===== src/rtl/expand_pkg.sv =====
package expand_pkg;

  localparam int REG_W = 8;
  localparam int CNT_W = 3;
  localparam int DATA_W = 64;
  localparam int OPLEN_W = 2;
  localparam int BLEN_W = 6;
  localparam int WSLOT_W = 4;

  // Read slots one operation can fill.
  localparam int MAX_READS = 3;

  typedef logic [REG_W-1:0] reg_addr_t;
  typedef logic [CNT_W-1:0] cnt_t;
  typedef logic [DATA_W-1:0] data_t;
  typedef logic [OPLEN_W-1:0] oplen_t;
  typedef logic [BLEN_W-1:0] blen_t;
  typedef logic [WSLOT_W-1:0] wslot_t;

  // Read-port bank mask bits.
  localparam int BANK_VAU0_A = 0;
  localparam int BANK_VAU0_B = 1;
  localparam int BANK_VAU1_A = 2;
  localparam int BANK_VAU1_B = 3;
  localparam int BANK_VAU1_C = 4;
  localparam int BANK_VSDQ = 5;

  typedef enum logic [2:0] {
    OP_NONE,
    OP_VIU,
    OP_VAU0,
    OP_VAU1,
    OP_VLDQ,
    OP_VSDQ
  } unit_op_e;

  typedef enum logic [1:0] {
    OPND_ZERO,
    OPND_REG,
    OPND_IMM
  } opnd_e;

  // Right source sits in the top bits, ALU op in the low nibble.
  typedef struct packed {
    opnd_e      right;
    opnd_e      left;
    logic [3:0] alu;
  } viu_fn_t;

  typedef logic [3:0] vau0_fn_t;
  typedef logic [3:0] vau1_fn_t;

  // Set for the three-operand fused form.
  localparam int VAU1_FMA_BIT = 2;

  typedef enum logic [2:0] {
    WSEL_VAU0 = 3'd0,
    WSEL_VAU1 = 3'd1,
    WSEL_VLDQ = 3'd3,
    WSEL_VIU  = 3'd4
  } wsel_e;

endpackage


===== src/rtl/expand_decode.sv =====
module expand_decode
#(
  parameter int INT_STAGES = 1,
  parameter int IMUL_STAGES = 3,
  parameter int FMA_STAGES = 4
)
(
  input  logic                  seq_viu,
  input  logic                  seq_vau0,
  input  logic                  seq_vau1,
  input  logic                  seq_vldq,
  input  logic                  seq_vsdq,
  input  expand_pkg::viu_fn_t   seq_fn_viu,
  input  expand_pkg::vau0_fn_t  seq_fn_vau0,
  input  expand_pkg::vau1_fn_t  seq_fn_vau1,
  input  expand_pkg::reg_addr_t seq_vs,
  input  expand_pkg::reg_addr_t seq_vt,
  input  expand_pkg::reg_addr_t seq_vr,
  input  expand_pkg::reg_addr_t seq_vd,
  input  logic                  seq_vs_zero,
  input  logic                  seq_vt_zero,
  input  logic                  seq_vr_zero,
  input  expand_pkg::data_t     seq_imm,

  output logic                  rd_valid [expand_pkg::MAX_READS],
  output expand_pkg::reg_addr_t rd_addr [expand_pkg::MAX_READS],
  output expand_pkg::oplen_t    rd_oplen [expand_pkg::MAX_READS],
  output expand_pkg::blen_t     rd_blen [expand_pkg::MAX_READS],

  output expand_pkg::unit_op_e  fire_op,
  output logic [1:0]            fire_slot,
  output expand_pkg::viu_fn_t   viu_fn,
  output expand_pkg::vau0_fn_t  vau0_fn,
  output expand_pkg::vau1_fn_t  vau1_fn,
  output expand_pkg::data_t     imm,

  output logic                  wr_valid,
  output expand_pkg::wslot_t    wr_slot,
  output expand_pkg::reg_addr_t wr_addr,
  output expand_pkg::wsel_e     wr_sel
);

  expand_pkg::unit_op_e op;
  logic viu_rr;
  logic viu_zr;
  logic vau1_fma;

  always_comb
  begin
    if (seq_viu)
      op = expand_pkg::OP_VIU;
    else if (seq_vau0)
      op = expand_pkg::OP_VAU0;
    else if (seq_vau1)
      op = expand_pkg::OP_VAU1;
    else if (seq_vldq)
      op = expand_pkg::OP_VLDQ;
    else if (seq_vsdq)
      op = expand_pkg::OP_VSDQ;
    else
      op = expand_pkg::OP_NONE;
  end

  // The sequencer issues at most one operation per cycle.
  always_comb
  begin
    assert ($onehot0({seq_viu, seq_vau0, seq_vau1, seq_vldq, seq_vsdq}))
      else $error("expand_decode: more than one issue strobe");
  end

  assign viu_rr = seq_fn_viu.left == expand_pkg::OPND_REG
    && seq_fn_viu.right == expand_pkg::OPND_REG;
  assign viu_zr = seq_fn_viu.left == expand_pkg::OPND_ZERO
    && seq_fn_viu.right == expand_pkg::OPND_REG;
  assign vau1_fma = seq_fn_vau1[expand_pkg::VAU1_FMA_BIT];

  assign fire_op = op;
  assign vau0_fn = seq_fn_vau0;
  assign vau1_fn = seq_fn_vau1;
  assign wr_addr = seq_vd;

  always_comb
  begin
    for (int k = 0; k < expand_pkg::MAX_READS; k++)
    begin
      rd_valid[k] = 1'b0;
      rd_addr[k] = seq_vs;
      rd_oplen[k] = '0;
      rd_blen[k] = '0;
    end
    fire_slot = 2'd0;
    viu_fn = seq_fn_viu;
    imm = '0;
    wr_valid = 1'b0;
    wr_slot = '0;
    wr_sel = expand_pkg::WSEL_VIU;

    case (op)
      expand_pkg::OP_VIU:
      begin
        rd_valid[0] = 1'b1;
        rd_oplen[0] = 2'd1;
        wr_valid = 1'b1;
        if (viu_rr)
        begin
          rd_valid[1] = 1'b1;
          rd_addr[1] = seq_vt;
          fire_slot = 2'd1;
          wr_slot = expand_pkg::wslot_t'(INT_STAGES + 2);
          if (seq_vs_zero) viu_fn.left = expand_pkg::OPND_ZERO;
          if (seq_vt_zero) viu_fn.right = expand_pkg::OPND_ZERO;
        end
        else
        begin
          wr_slot = expand_pkg::wslot_t'(INT_STAGES + 1);
          imm = seq_imm;
          if (viu_zr)
            rd_addr[0] = seq_vt;
          else if (seq_vs_zero)
            viu_fn.left = expand_pkg::OPND_ZERO;
        end
      end
      expand_pkg::OP_VAU0:
      begin
        rd_valid[0] = 1'b1;
        rd_oplen[0] = 2'd1;
        rd_valid[1] = 1'b1;
        rd_addr[1] = seq_vt;
        rd_blen[1][expand_pkg::BANK_VAU0_A] = !seq_vs_zero;
        rd_blen[1][expand_pkg::BANK_VAU0_B] = !seq_vt_zero;
        fire_slot = 2'd1;
        wr_valid = 1'b1;
        wr_slot = expand_pkg::wslot_t'(IMUL_STAGES + 2);
        wr_sel = expand_pkg::WSEL_VAU0;
      end
      expand_pkg::OP_VAU1:
      begin
        rd_valid[0] = 1'b1;
        rd_oplen[0] = 2'd2;
        rd_valid[1] = 1'b1;
        rd_addr[1] = seq_vt;
        wr_valid = 1'b1;
        wr_sel = expand_pkg::WSEL_VAU1;
        if (vau1_fma)
        begin
          rd_oplen[1] = 2'd1;
          rd_valid[2] = 1'b1;
          rd_addr[2] = seq_vr;
          rd_blen[2][expand_pkg::BANK_VAU1_A] = !seq_vs_zero;
          rd_blen[2][expand_pkg::BANK_VAU1_B] = !seq_vt_zero;
          rd_blen[2][expand_pkg::BANK_VAU1_C] = !seq_vr_zero;
          fire_slot = 2'd2;
          wr_slot = expand_pkg::wslot_t'(FMA_STAGES + 3);
        end
        else
        begin
          // Two-operand form reads its second operand into the C port.
          rd_blen[1][expand_pkg::BANK_VAU1_A] = !seq_vs_zero;
          rd_blen[1][expand_pkg::BANK_VAU1_C] = !seq_vt_zero;
          fire_slot = 2'd1;
          wr_slot = expand_pkg::wslot_t'(FMA_STAGES + 2);
        end
      end
      expand_pkg::OP_VLDQ:
      begin
        wr_valid = 1'b1;
        wr_sel = expand_pkg::WSEL_VLDQ;
      end
      expand_pkg::OP_VSDQ:
      begin
        rd_valid[0] = 1'b1;
        rd_addr[0] = seq_vt;
        rd_blen[0][expand_pkg::BANK_VSDQ] = !seq_vt_zero;
      end
      default:
      begin
      end
    endcase
  end

endmodule


===== src/rtl/read_schedule.sv =====
module read_schedule
#(
  parameter int READ_DEPTH = 3
)
(
  input  logic                  clk,
  input  logic                  reset,
  input  logic                  last,
  input  expand_pkg::cnt_t      cnt,
  input  logic                  rd_valid [expand_pkg::MAX_READS],
  input  expand_pkg::reg_addr_t rd_addr [expand_pkg::MAX_READS],
  input  expand_pkg::oplen_t    rd_oplen [expand_pkg::MAX_READS],
  input  expand_pkg::blen_t     rd_blen [expand_pkg::MAX_READS],
  output logic                  ren,
  output logic                  rlast,
  output expand_pkg::cnt_t      rcnt,
  output expand_pkg::reg_addr_t raddr,
  output expand_pkg::oplen_t    roplen,
  output expand_pkg::blen_t     rblen
);

  typedef struct packed {
    logic                  last;
    expand_pkg::cnt_t      cnt;
    expand_pkg::reg_addr_t addr;
    expand_pkg::oplen_t    oplen;
    expand_pkg::blen_t     blen;
  } rd_entry_t;

  logic [READ_DEPTH-1:0] ren_q;
  logic [READ_DEPTH-1:0] ren_d;
  rd_entry_t entry_q [READ_DEPTH];
  rd_entry_t entry_d [READ_DEPTH];

  always_comb
  begin
    ren_d = ren_q >> 1;
    for (int i = 0; i < READ_DEPTH - 1; i++)
      entry_d[i] = entry_q[i + 1];
    entry_d[READ_DEPTH-1] = '0;
    // An operation fills its read slots starting at slot 0.
    for (int k = 0; k < expand_pkg::MAX_READS; k++)
    begin
      if (rd_valid[k])
      begin
        ren_d[k] = 1'b1;
        entry_d[k] = '{last, cnt, rd_addr[k], rd_oplen[k], rd_blen[k]};
      end
    end
  end

  always_ff @(posedge clk)
  begin
    if (reset)
      ren_q <= '0;
    else
      ren_q <= ren_d;
  end

  always_ff @(posedge clk)
  begin
    entry_q <= entry_d;
  end

  assign ren = ren_q[0];
  assign rlast = entry_q[0].last;
  assign rcnt = entry_q[0].cnt;
  assign raddr = entry_q[0].addr;
  assign roplen = entry_q[0].oplen;
  assign rblen = entry_q[0].blen;

  for (genvar k = 0; k + 1 < READ_DEPTH && k < expand_pkg::MAX_READS; k++)
  begin : g_collide
    assert property (@(posedge clk) disable iff (reset) !(rd_valid[k] && ren_q[k + 1]))
      else $error("read_schedule: slot %0d injected over a shifting entry", k);
  end

endmodule


===== src/rtl/fire_schedule.sv =====
module fire_schedule
#(
  parameter int READ_DEPTH = 3
)
(
  input  logic                 clk,
  input  logic                 reset,
  input  expand_pkg::unit_op_e fire_op,
  input  logic [1:0]           fire_slot,
  input  expand_pkg::viu_fn_t  viu_fn,
  input  expand_pkg::vau0_fn_t vau0_fn,
  input  expand_pkg::vau1_fn_t vau1_fn,
  input  expand_pkg::data_t    imm,
  output logic                 viu,
  output expand_pkg::viu_fn_t  viu_fn_out,
  output expand_pkg::data_t    viu_imm,
  output logic                 vau0,
  output expand_pkg::vau0_fn_t vau0_fn_out,
  output logic                 vau1,
  output expand_pkg::vau1_fn_t vau1_fn_out,
  output logic                 vldq,
  output logic                 vsdq
);

  typedef struct packed {
    expand_pkg::viu_fn_t  viu_fn;
    expand_pkg::vau0_fn_t vau0_fn;
    expand_pkg::vau1_fn_t vau1_fn;
  } fn_entry_t;

  expand_pkg::unit_op_e op_q [READ_DEPTH];
  expand_pkg::unit_op_e op_d [READ_DEPTH];
  fn_entry_t fn_q [READ_DEPTH];
  fn_entry_t fn_d [READ_DEPTH];
  expand_pkg::data_t imm_q;
  logic [READ_DEPTH-1:0] busy;
  logic [READ_DEPTH-1:0] ahead;

  always_comb
  begin
    for (int i = 0; i < READ_DEPTH; i++)
    begin
      busy[i] = op_q[i] != expand_pkg::OP_NONE;
      op_d[i] = (i < READ_DEPTH - 1) ? op_q[(i + 1) % READ_DEPTH] : expand_pkg::OP_NONE;
      fn_d[i] = fn_q[(i + 1) % READ_DEPTH];
      if (fire_op != expand_pkg::OP_NONE && fire_slot == i)
      begin
        op_d[i] = fire_op;
        fn_d[i] = '{viu_fn, vau0_fn, vau1_fn};
      end
    end
  end

  always_ff @(posedge clk)
  begin
    if (reset)
    begin
      for (int i = 0; i < READ_DEPTH; i++)
        op_q[i] <= expand_pkg::OP_NONE;
    end
    else
      op_q <= op_d;
  end

  // Decode only hands over an immediate for a slot-0 VIU fire.
  always_ff @(posedge clk)
  begin
    fn_q <= fn_d;
    imm_q <= imm;
  end

  assign viu = op_q[0] == expand_pkg::OP_VIU;
  assign vau0 = op_q[0] == expand_pkg::OP_VAU0;
  assign vau1 = op_q[0] == expand_pkg::OP_VAU1;
  assign vldq = op_q[0] == expand_pkg::OP_VLDQ;
  assign vsdq = op_q[0] == expand_pkg::OP_VSDQ;
  assign viu_fn_out = fn_q[0].viu_fn;
  assign vau0_fn_out = fn_q[0].vau0_fn;
  assign vau1_fn_out = fn_q[0].vau1_fn;
  assign viu_imm = imm_q;

  assign ahead = (busy >> 1) >> fire_slot;

  assert property (@(posedge clk) disable iff (reset)
    fire_op != expand_pkg::OP_NONE |-> !ahead[0])
    else $error("fire_schedule: fire slot %0d injected over a shifting fire", fire_slot);

endmodule


===== src/rtl/write_schedule.sv =====
module write_schedule
#(
  parameter int WRITE_DEPTH = 12
)
(
  input  logic                  clk,
  input  logic                  reset,
  input  logic                  last,
  input  expand_pkg::cnt_t      cnt,
  input  logic                  wr_valid,
  input  expand_pkg::wslot_t    wr_slot,
  input  expand_pkg::reg_addr_t wr_addr,
  input  expand_pkg::wsel_e     wr_sel,
  output logic                  wen,
  output logic                  wlast,
  output expand_pkg::cnt_t      wcnt,
  output expand_pkg::reg_addr_t waddr,
  output expand_pkg::wsel_e     wsel
);

  typedef struct packed {
    logic                  last;
    expand_pkg::cnt_t      cnt;
    expand_pkg::reg_addr_t addr;
    expand_pkg::wsel_e     sel;
  } wr_entry_t;

  logic [WRITE_DEPTH-1:0] wen_q;
  logic [WRITE_DEPTH-1:0] wen_d;
  logic [WRITE_DEPTH-1:0] ahead;
  wr_entry_t entry_q [WRITE_DEPTH];
  wr_entry_t entry_d [WRITE_DEPTH];

  always_comb
  begin
    wen_d = wen_q >> 1;
    for (int i = 0; i < WRITE_DEPTH; i++)
    begin
      entry_d[i] = entry_q[(i + 1) % WRITE_DEPTH];
      // Result latency decides which slot the writeback lands in.
      if (wr_valid && wr_slot == i)
      begin
        wen_d[i] = 1'b1;
        entry_d[i] = '{last, cnt, wr_addr, wr_sel};
      end
    end
  end

  always_ff @(posedge clk)
  begin
    if (reset)
      wen_q <= '0;
    else
      wen_q <= wen_d;
  end

  always_ff @(posedge clk)
  begin
    entry_q <= entry_d;
  end

  assign wen = wen_q[0];
  assign wlast = entry_q[0].last;
  assign wcnt = entry_q[0].cnt;
  assign waddr = entry_q[0].addr;
  assign wsel = entry_q[0].sel;

  assign ahead = (wen_q >> 1) >> wr_slot;

  assert property (@(posedge clk) disable iff (reset) wr_valid |-> wr_slot < WRITE_DEPTH)
    else $error("write_schedule: slot %0d beyond the buffer", wr_slot);

  assert property (@(posedge clk) disable iff (reset) wr_valid |-> !ahead[0])
    else $error("write_schedule: slot %0d injected over a shifting write", wr_slot);

endmodule


===== src/rtl/vector_expand.sv =====
module vector_expand
#(
  parameter int READ_DEPTH = 3,
  parameter int WRITE_DEPTH = 12,
  parameter int INT_STAGES = 1,
  parameter int IMUL_STAGES = 3,
  parameter int FMA_STAGES = 4
)
(
  input  logic                  clk,
  input  logic                  reset,
  input  logic                  seq_last,
  input  logic                  seq_viu,
  input  logic                  seq_vau0,
  input  logic                  seq_vau1,
  input  logic                  seq_vldq,
  input  logic                  seq_vsdq,
  input  expand_pkg::viu_fn_t   seq_fn_viu,
  input  expand_pkg::vau0_fn_t  seq_fn_vau0,
  input  expand_pkg::vau1_fn_t  seq_fn_vau1,
  input  expand_pkg::cnt_t      seq_cnt,
  input  logic                  seq_vs_zero,
  input  logic                  seq_vt_zero,
  input  logic                  seq_vr_zero,
  input  expand_pkg::reg_addr_t seq_vs,
  input  expand_pkg::reg_addr_t seq_vt,
  input  expand_pkg::reg_addr_t seq_vr,
  input  expand_pkg::reg_addr_t seq_vd,
  input  expand_pkg::data_t     seq_imm,

  output logic                  expand_ren,
  output logic                  expand_rlast,
  output expand_pkg::cnt_t      expand_rcnt,
  output expand_pkg::reg_addr_t expand_raddr,
  output expand_pkg::oplen_t    expand_roplen,
  output expand_pkg::blen_t     expand_rblen,
  output logic                  expand_wen,
  output logic                  expand_wlast,
  output expand_pkg::cnt_t      expand_wcnt,
  output expand_pkg::reg_addr_t expand_waddr,
  output expand_pkg::wsel_e     expand_wsel,
  output logic                  expand_viu,
  output expand_pkg::viu_fn_t   expand_viu_fn,
  output expand_pkg::data_t     expand_viu_imm,
  output logic                  expand_vau0,
  output expand_pkg::vau0_fn_t  expand_vau0_fn,
  output logic                  expand_vau1,
  output expand_pkg::vau1_fn_t  expand_vau1_fn,
  output logic                  expand_vldq,
  output logic                  expand_vsdq
);

  logic                  rd_valid [expand_pkg::MAX_READS];
  expand_pkg::reg_addr_t rd_addr [expand_pkg::MAX_READS];
  expand_pkg::oplen_t    rd_oplen [expand_pkg::MAX_READS];
  expand_pkg::blen_t     rd_blen [expand_pkg::MAX_READS];
  expand_pkg::unit_op_e  fire_op;
  logic [1:0]            fire_slot;
  expand_pkg::viu_fn_t   viu_fn;
  expand_pkg::vau0_fn_t  vau0_fn;
  expand_pkg::vau1_fn_t  vau1_fn;
  expand_pkg::data_t     imm;
  logic                  wr_valid;
  expand_pkg::wslot_t    wr_slot;
  expand_pkg::reg_addr_t wr_addr;
  expand_pkg::wsel_e     wr_sel;

  expand_decode #(
    .INT_STAGES(INT_STAGES),
    .IMUL_STAGES(IMUL_STAGES),
    .FMA_STAGES(FMA_STAGES)
  ) decode_i (
    .seq_viu(seq_viu), .seq_vau0(seq_vau0), .seq_vau1(seq_vau1),
    .seq_vldq(seq_vldq), .seq_vsdq(seq_vsdq),
    .seq_fn_viu(seq_fn_viu), .seq_fn_vau0(seq_fn_vau0), .seq_fn_vau1(seq_fn_vau1),
    .seq_vs(seq_vs), .seq_vt(seq_vt), .seq_vr(seq_vr), .seq_vd(seq_vd),
    .seq_vs_zero(seq_vs_zero), .seq_vt_zero(seq_vt_zero), .seq_vr_zero(seq_vr_zero),
    .seq_imm(seq_imm),
    .rd_valid(rd_valid), .rd_addr(rd_addr), .rd_oplen(rd_oplen), .rd_blen(rd_blen),
    .fire_op(fire_op), .fire_slot(fire_slot), .viu_fn(viu_fn),
    .vau0_fn(vau0_fn), .vau1_fn(vau1_fn), .imm(imm),
    .wr_valid(wr_valid), .wr_slot(wr_slot), .wr_addr(wr_addr), .wr_sel(wr_sel)
  );

  read_schedule #(.READ_DEPTH(READ_DEPTH)) read_i (
    .clk(clk), .reset(reset), .last(seq_last), .cnt(seq_cnt),
    .rd_valid(rd_valid), .rd_addr(rd_addr), .rd_oplen(rd_oplen), .rd_blen(rd_blen),
    .ren(expand_ren), .rlast(expand_rlast), .rcnt(expand_rcnt),
    .raddr(expand_raddr), .roplen(expand_roplen), .rblen(expand_rblen)
  );

  fire_schedule #(.READ_DEPTH(READ_DEPTH)) fire_i (
    .clk(clk), .reset(reset), .fire_op(fire_op), .fire_slot(fire_slot),
    .viu_fn(viu_fn), .vau0_fn(vau0_fn), .vau1_fn(vau1_fn), .imm(imm),
    .viu(expand_viu), .viu_fn_out(expand_viu_fn), .viu_imm(expand_viu_imm),
    .vau0(expand_vau0), .vau0_fn_out(expand_vau0_fn),
    .vau1(expand_vau1), .vau1_fn_out(expand_vau1_fn),
    .vldq(expand_vldq), .vsdq(expand_vsdq)
  );

  write_schedule #(.WRITE_DEPTH(WRITE_DEPTH)) write_i (
    .clk(clk), .reset(reset), .last(seq_last), .cnt(seq_cnt),
    .wr_valid(wr_valid), .wr_slot(wr_slot), .wr_addr(wr_addr), .wr_sel(wr_sel),
    .wen(expand_wen), .wlast(expand_wlast), .wcnt(expand_wcnt),
    .waddr(expand_waddr), .wsel(expand_wsel)
  );

endmodule


===== config.mk =====
export PLATFORM = sky130hd
export DESIGN_NAME = vector_expand
export DESIGN_NICKNAME = d
export VERILOG_FILES = /design/src/rtl/expand_pkg.sv /design/src/rtl/expand_decode.sv /design/src/rtl/read_schedule.sv /design/src/rtl/fire_schedule.sv /design/src/rtl/write_schedule.sv /design/src/rtl/vector_expand.sv
export SDC_FILE = /design/constraint.sdc
export NUM_CORES = 1
export LEC_CHECK = 0
export ABC_AREA = 1
export BUFFER_PORTS_ARGS = -buffer_cell sky130_fd_sc_hd__buf_2
export CORE_UTILIZATION = 53
export DETAILED_ROUTE_END_ITERATION = 6
export PLACE_DENSITY = 0.79
export SLEW_MARGIN = 10
export SYNTH_ARGS = -nofsm -noshare
export SYNTH_HDL_FRONTEND = slang
export SYNTH_SLANG_ARGS = --single-unit

===== constraint.sdc =====
create_clock -name clk -period 1.3 [get_ports clk]
set_input_delay 0.065 -clock clk [delete_from_list [all_inputs] [get_ports clk]]
set_output_delay 0.065 -clock clk [all_outputs]
set_load 0.02 [all_outputs]

==> metrics <==
status=finished with violations; failing checks=negative setup slack; fin worst setup slack=-5.70 ps; placed instance area=12,200 sq um; layout cell share with drive strength beyond 1=0.251; post-synth cell types=30; drt drc=0; CTS tree=built; Vias=8,255; Post-Syn Area=10,900 sq um; Synth Flop Type=dfxtp_1; via/cell ratio=4.56; Period minus WS final=1310 ps; Die W=146 um; EDFF count, synth=0; Root Buffer=clkbuf_16; row cnt=52; commonest cells after routing, fill and taps aside=dfxtp_1 (362), buf_2 (244), nand2_1 (222), inv_1 (154), nor2_1 (133); I/O Buffers=247; Critical Path Start Type=flip-flop; ys async rst share=0; Clock transition at path regs=60 ps; drt total wl=24.7 mm; H-tree Lvls=2; syn avg cell area=9.25 sq um; post-route cell area=14,600 sq um; worst hold-check path type=primary input to flip-flop; VDD IR max=0.00129 V; CTS buffer count=36; kind of critical path=flip-flop to output port; Starting Density=0.539; Post-Layout Cell Count=1,809; routed len/inst=13.7 um; critical path required time=1240 ps; Hold Crit Endpoint=fire_i.viu_fn_out[4]; Clock Skews=17.2 ps; arrival time at the worst endpoint=1240 ps; hold path start=seq_fn_viu[4]; Yosys warnings=0; worst reg2reg path depth=3; static leakage=0.00744 uW; number of detailed-route iterations in the first pass=6; dpl cells=1,619; all-layer global routing usage=0.232; Total Die Area=21,200 sq um; Crit Reg-Reg Endpoint=read_i.raddr[1]; Final setup viols=3; largest net degree at the start of global routing=54; fmax=0.766 GHz; total congestion overflow=0; clk buf depth=3; final worst-path cycle share=1.00; hold path depth=4; Mapped Cells=1,180; initial antenna violation count=0; Max Slew Vio Count=0; flop2flop setup slack=160 ps; origin of the critical flop-to-flop path=read_i.entry_q[29]; Clock Sink Count=365; first-pass GRT wire length=39.6 mm; Synthesized Nets=1,306; # IOs=248; vias in the first global route=8,394; fin nets=1,639; Final Hold Vio Count=0; Seq/Total Area, Yosys=0.669; later-pin clock latency in the skew report=510 ps; iteration-0 DRC count of the detailed router=410; leading cell type in the layout, fill and taps excluded=dfxtp_1; Die H=146 um; critical path capture point type=output port; RSZ-0062 raised after global routing=yes; DPL Wire Length=14.4 mm; Placement Setup Slack=-2.17 ps; routability cong.=0.837; Final ANT Viol Nets=0; crit-path max FO=3; total of max-cap violations=0; Synth Register Bits=365; PwrDens=1730 nW/um^2; Core Region=20,200 sq um; # diodes=0; Synth-to-Final Area Change=34.2%
## critical path, stage by stage (launching register included)
cell and delay, ps:
dfxtp_2 360, inv_2 60, nor3_1 140, buf_4 170
## Yosys cell counts (all sizes together) (2+ instances only)
library cell | count | area, sq um
clkbuf | 43 | 163
nor2 | 137 | 539
nand4 | 2 | 18.8
a21oi | 13 | 76.3
dfxtp | 365 | 7310
inv | 165 | 619
o21ai | 103 | 519
nand2 | 229 | 872
nand3 | 27 | 140
buf | 74 | 522
or2 | 12 | 75.1
nor3 | 5 | 25.0
## report_power, final
group / internal (uW) / total (uW) / switching [uW]
combinational: 1040 / 2440 / 1390
clock: 5960 / 10100 / 4120
sequential: 12400 / 12800 / 356
## worst max-delay path by stage
stage / start / end / slack (ps)
after detailed placement: seq_fn_viu[6] / fire_i.fn_q[30] / -2
after CTS: fire_i.op_q[6] / expand_vsdq / -20
after floorplan: seq_fn_viu[6] / fire_i.fn_q[24] / 260
after global placement: seq_fn_viu[7] / fire_i.fn_q[30] / 20
final: fire_i.op_q[6] / expand_viu / -6
after global routing: fire_i.op_q[6] / expand_vau1 / -70
## kinds of logic (layout without fill, tap and decap cells)
logic type / count (synthesis) / in the layout / share of synthesized area
buf+inv: 282 / 641 / 0.119
flops: 365 / 365 / 0.669
simple gates: 413 / 413 / 0.154
other cells: 1 / 1 / 0.000344
compound gates: 119 / 119 / 0.0565
## per-stage QoR
step | total power, uW | TNS [ps] | hold slack [ps] | utilization
6_report | 25300 | -10.6 | 46.5 | 0.724
5_1_grt | 26300 | -253 | 50.6 | 0.724
4_1_cts | 25400 | -41.2 | 6.26 | 0.721
3_5_place_dp | 15100 | -2.17 | 270 | 0.601
3_3_place_gp | 15000 | 0 | 257 | 0.601
2_1_floorplan | 14400 | 0 | 135 | -
## per-layer routing
| metal | routed length [um] | vias up | global-route usage |
|---|---|---|---|
| met3 | 1770 | 70 | 0.0602 |
| li1 | - | 4122 | - |
| met4 | 759 | 0 | 0.0942 |
| met1 | 10000 | 3739 | 0.261 |
| met2 | 12200 | 324 | 0.416 |
| met5 | 0 | - | 0 |
## state kept, by name, summed over array words and instances, names as in the netlist, 9 cells and up
signal	cells
fire_i.fn_q	32
fire_i.op_q	9
fire_i.viu_imm	64
read_i.entry_q	33
write_i.entry_q	165
## area by class of cell
class	instances	area, sq um
Multi-Input combinational cell	533	2340
Clock buffer	46	980
Timing Repair Buffer	412	2860
Inverter	165	619
Tap cell	270	338
Clock inverter	18	186
Fill cell	1365	5590
Sequential cell	365	7320
## repair_timing
action                                  CTS  global route
endpoints found under the hold margin   233             1
pin swaps                                 2             1
hold buffers                            125             1
gates resized for setup                   4            14
endpoints found under the setup margin    5            50
setup buffers                             0             1
No activity file was read; power rests on OpenSTA's default activity.
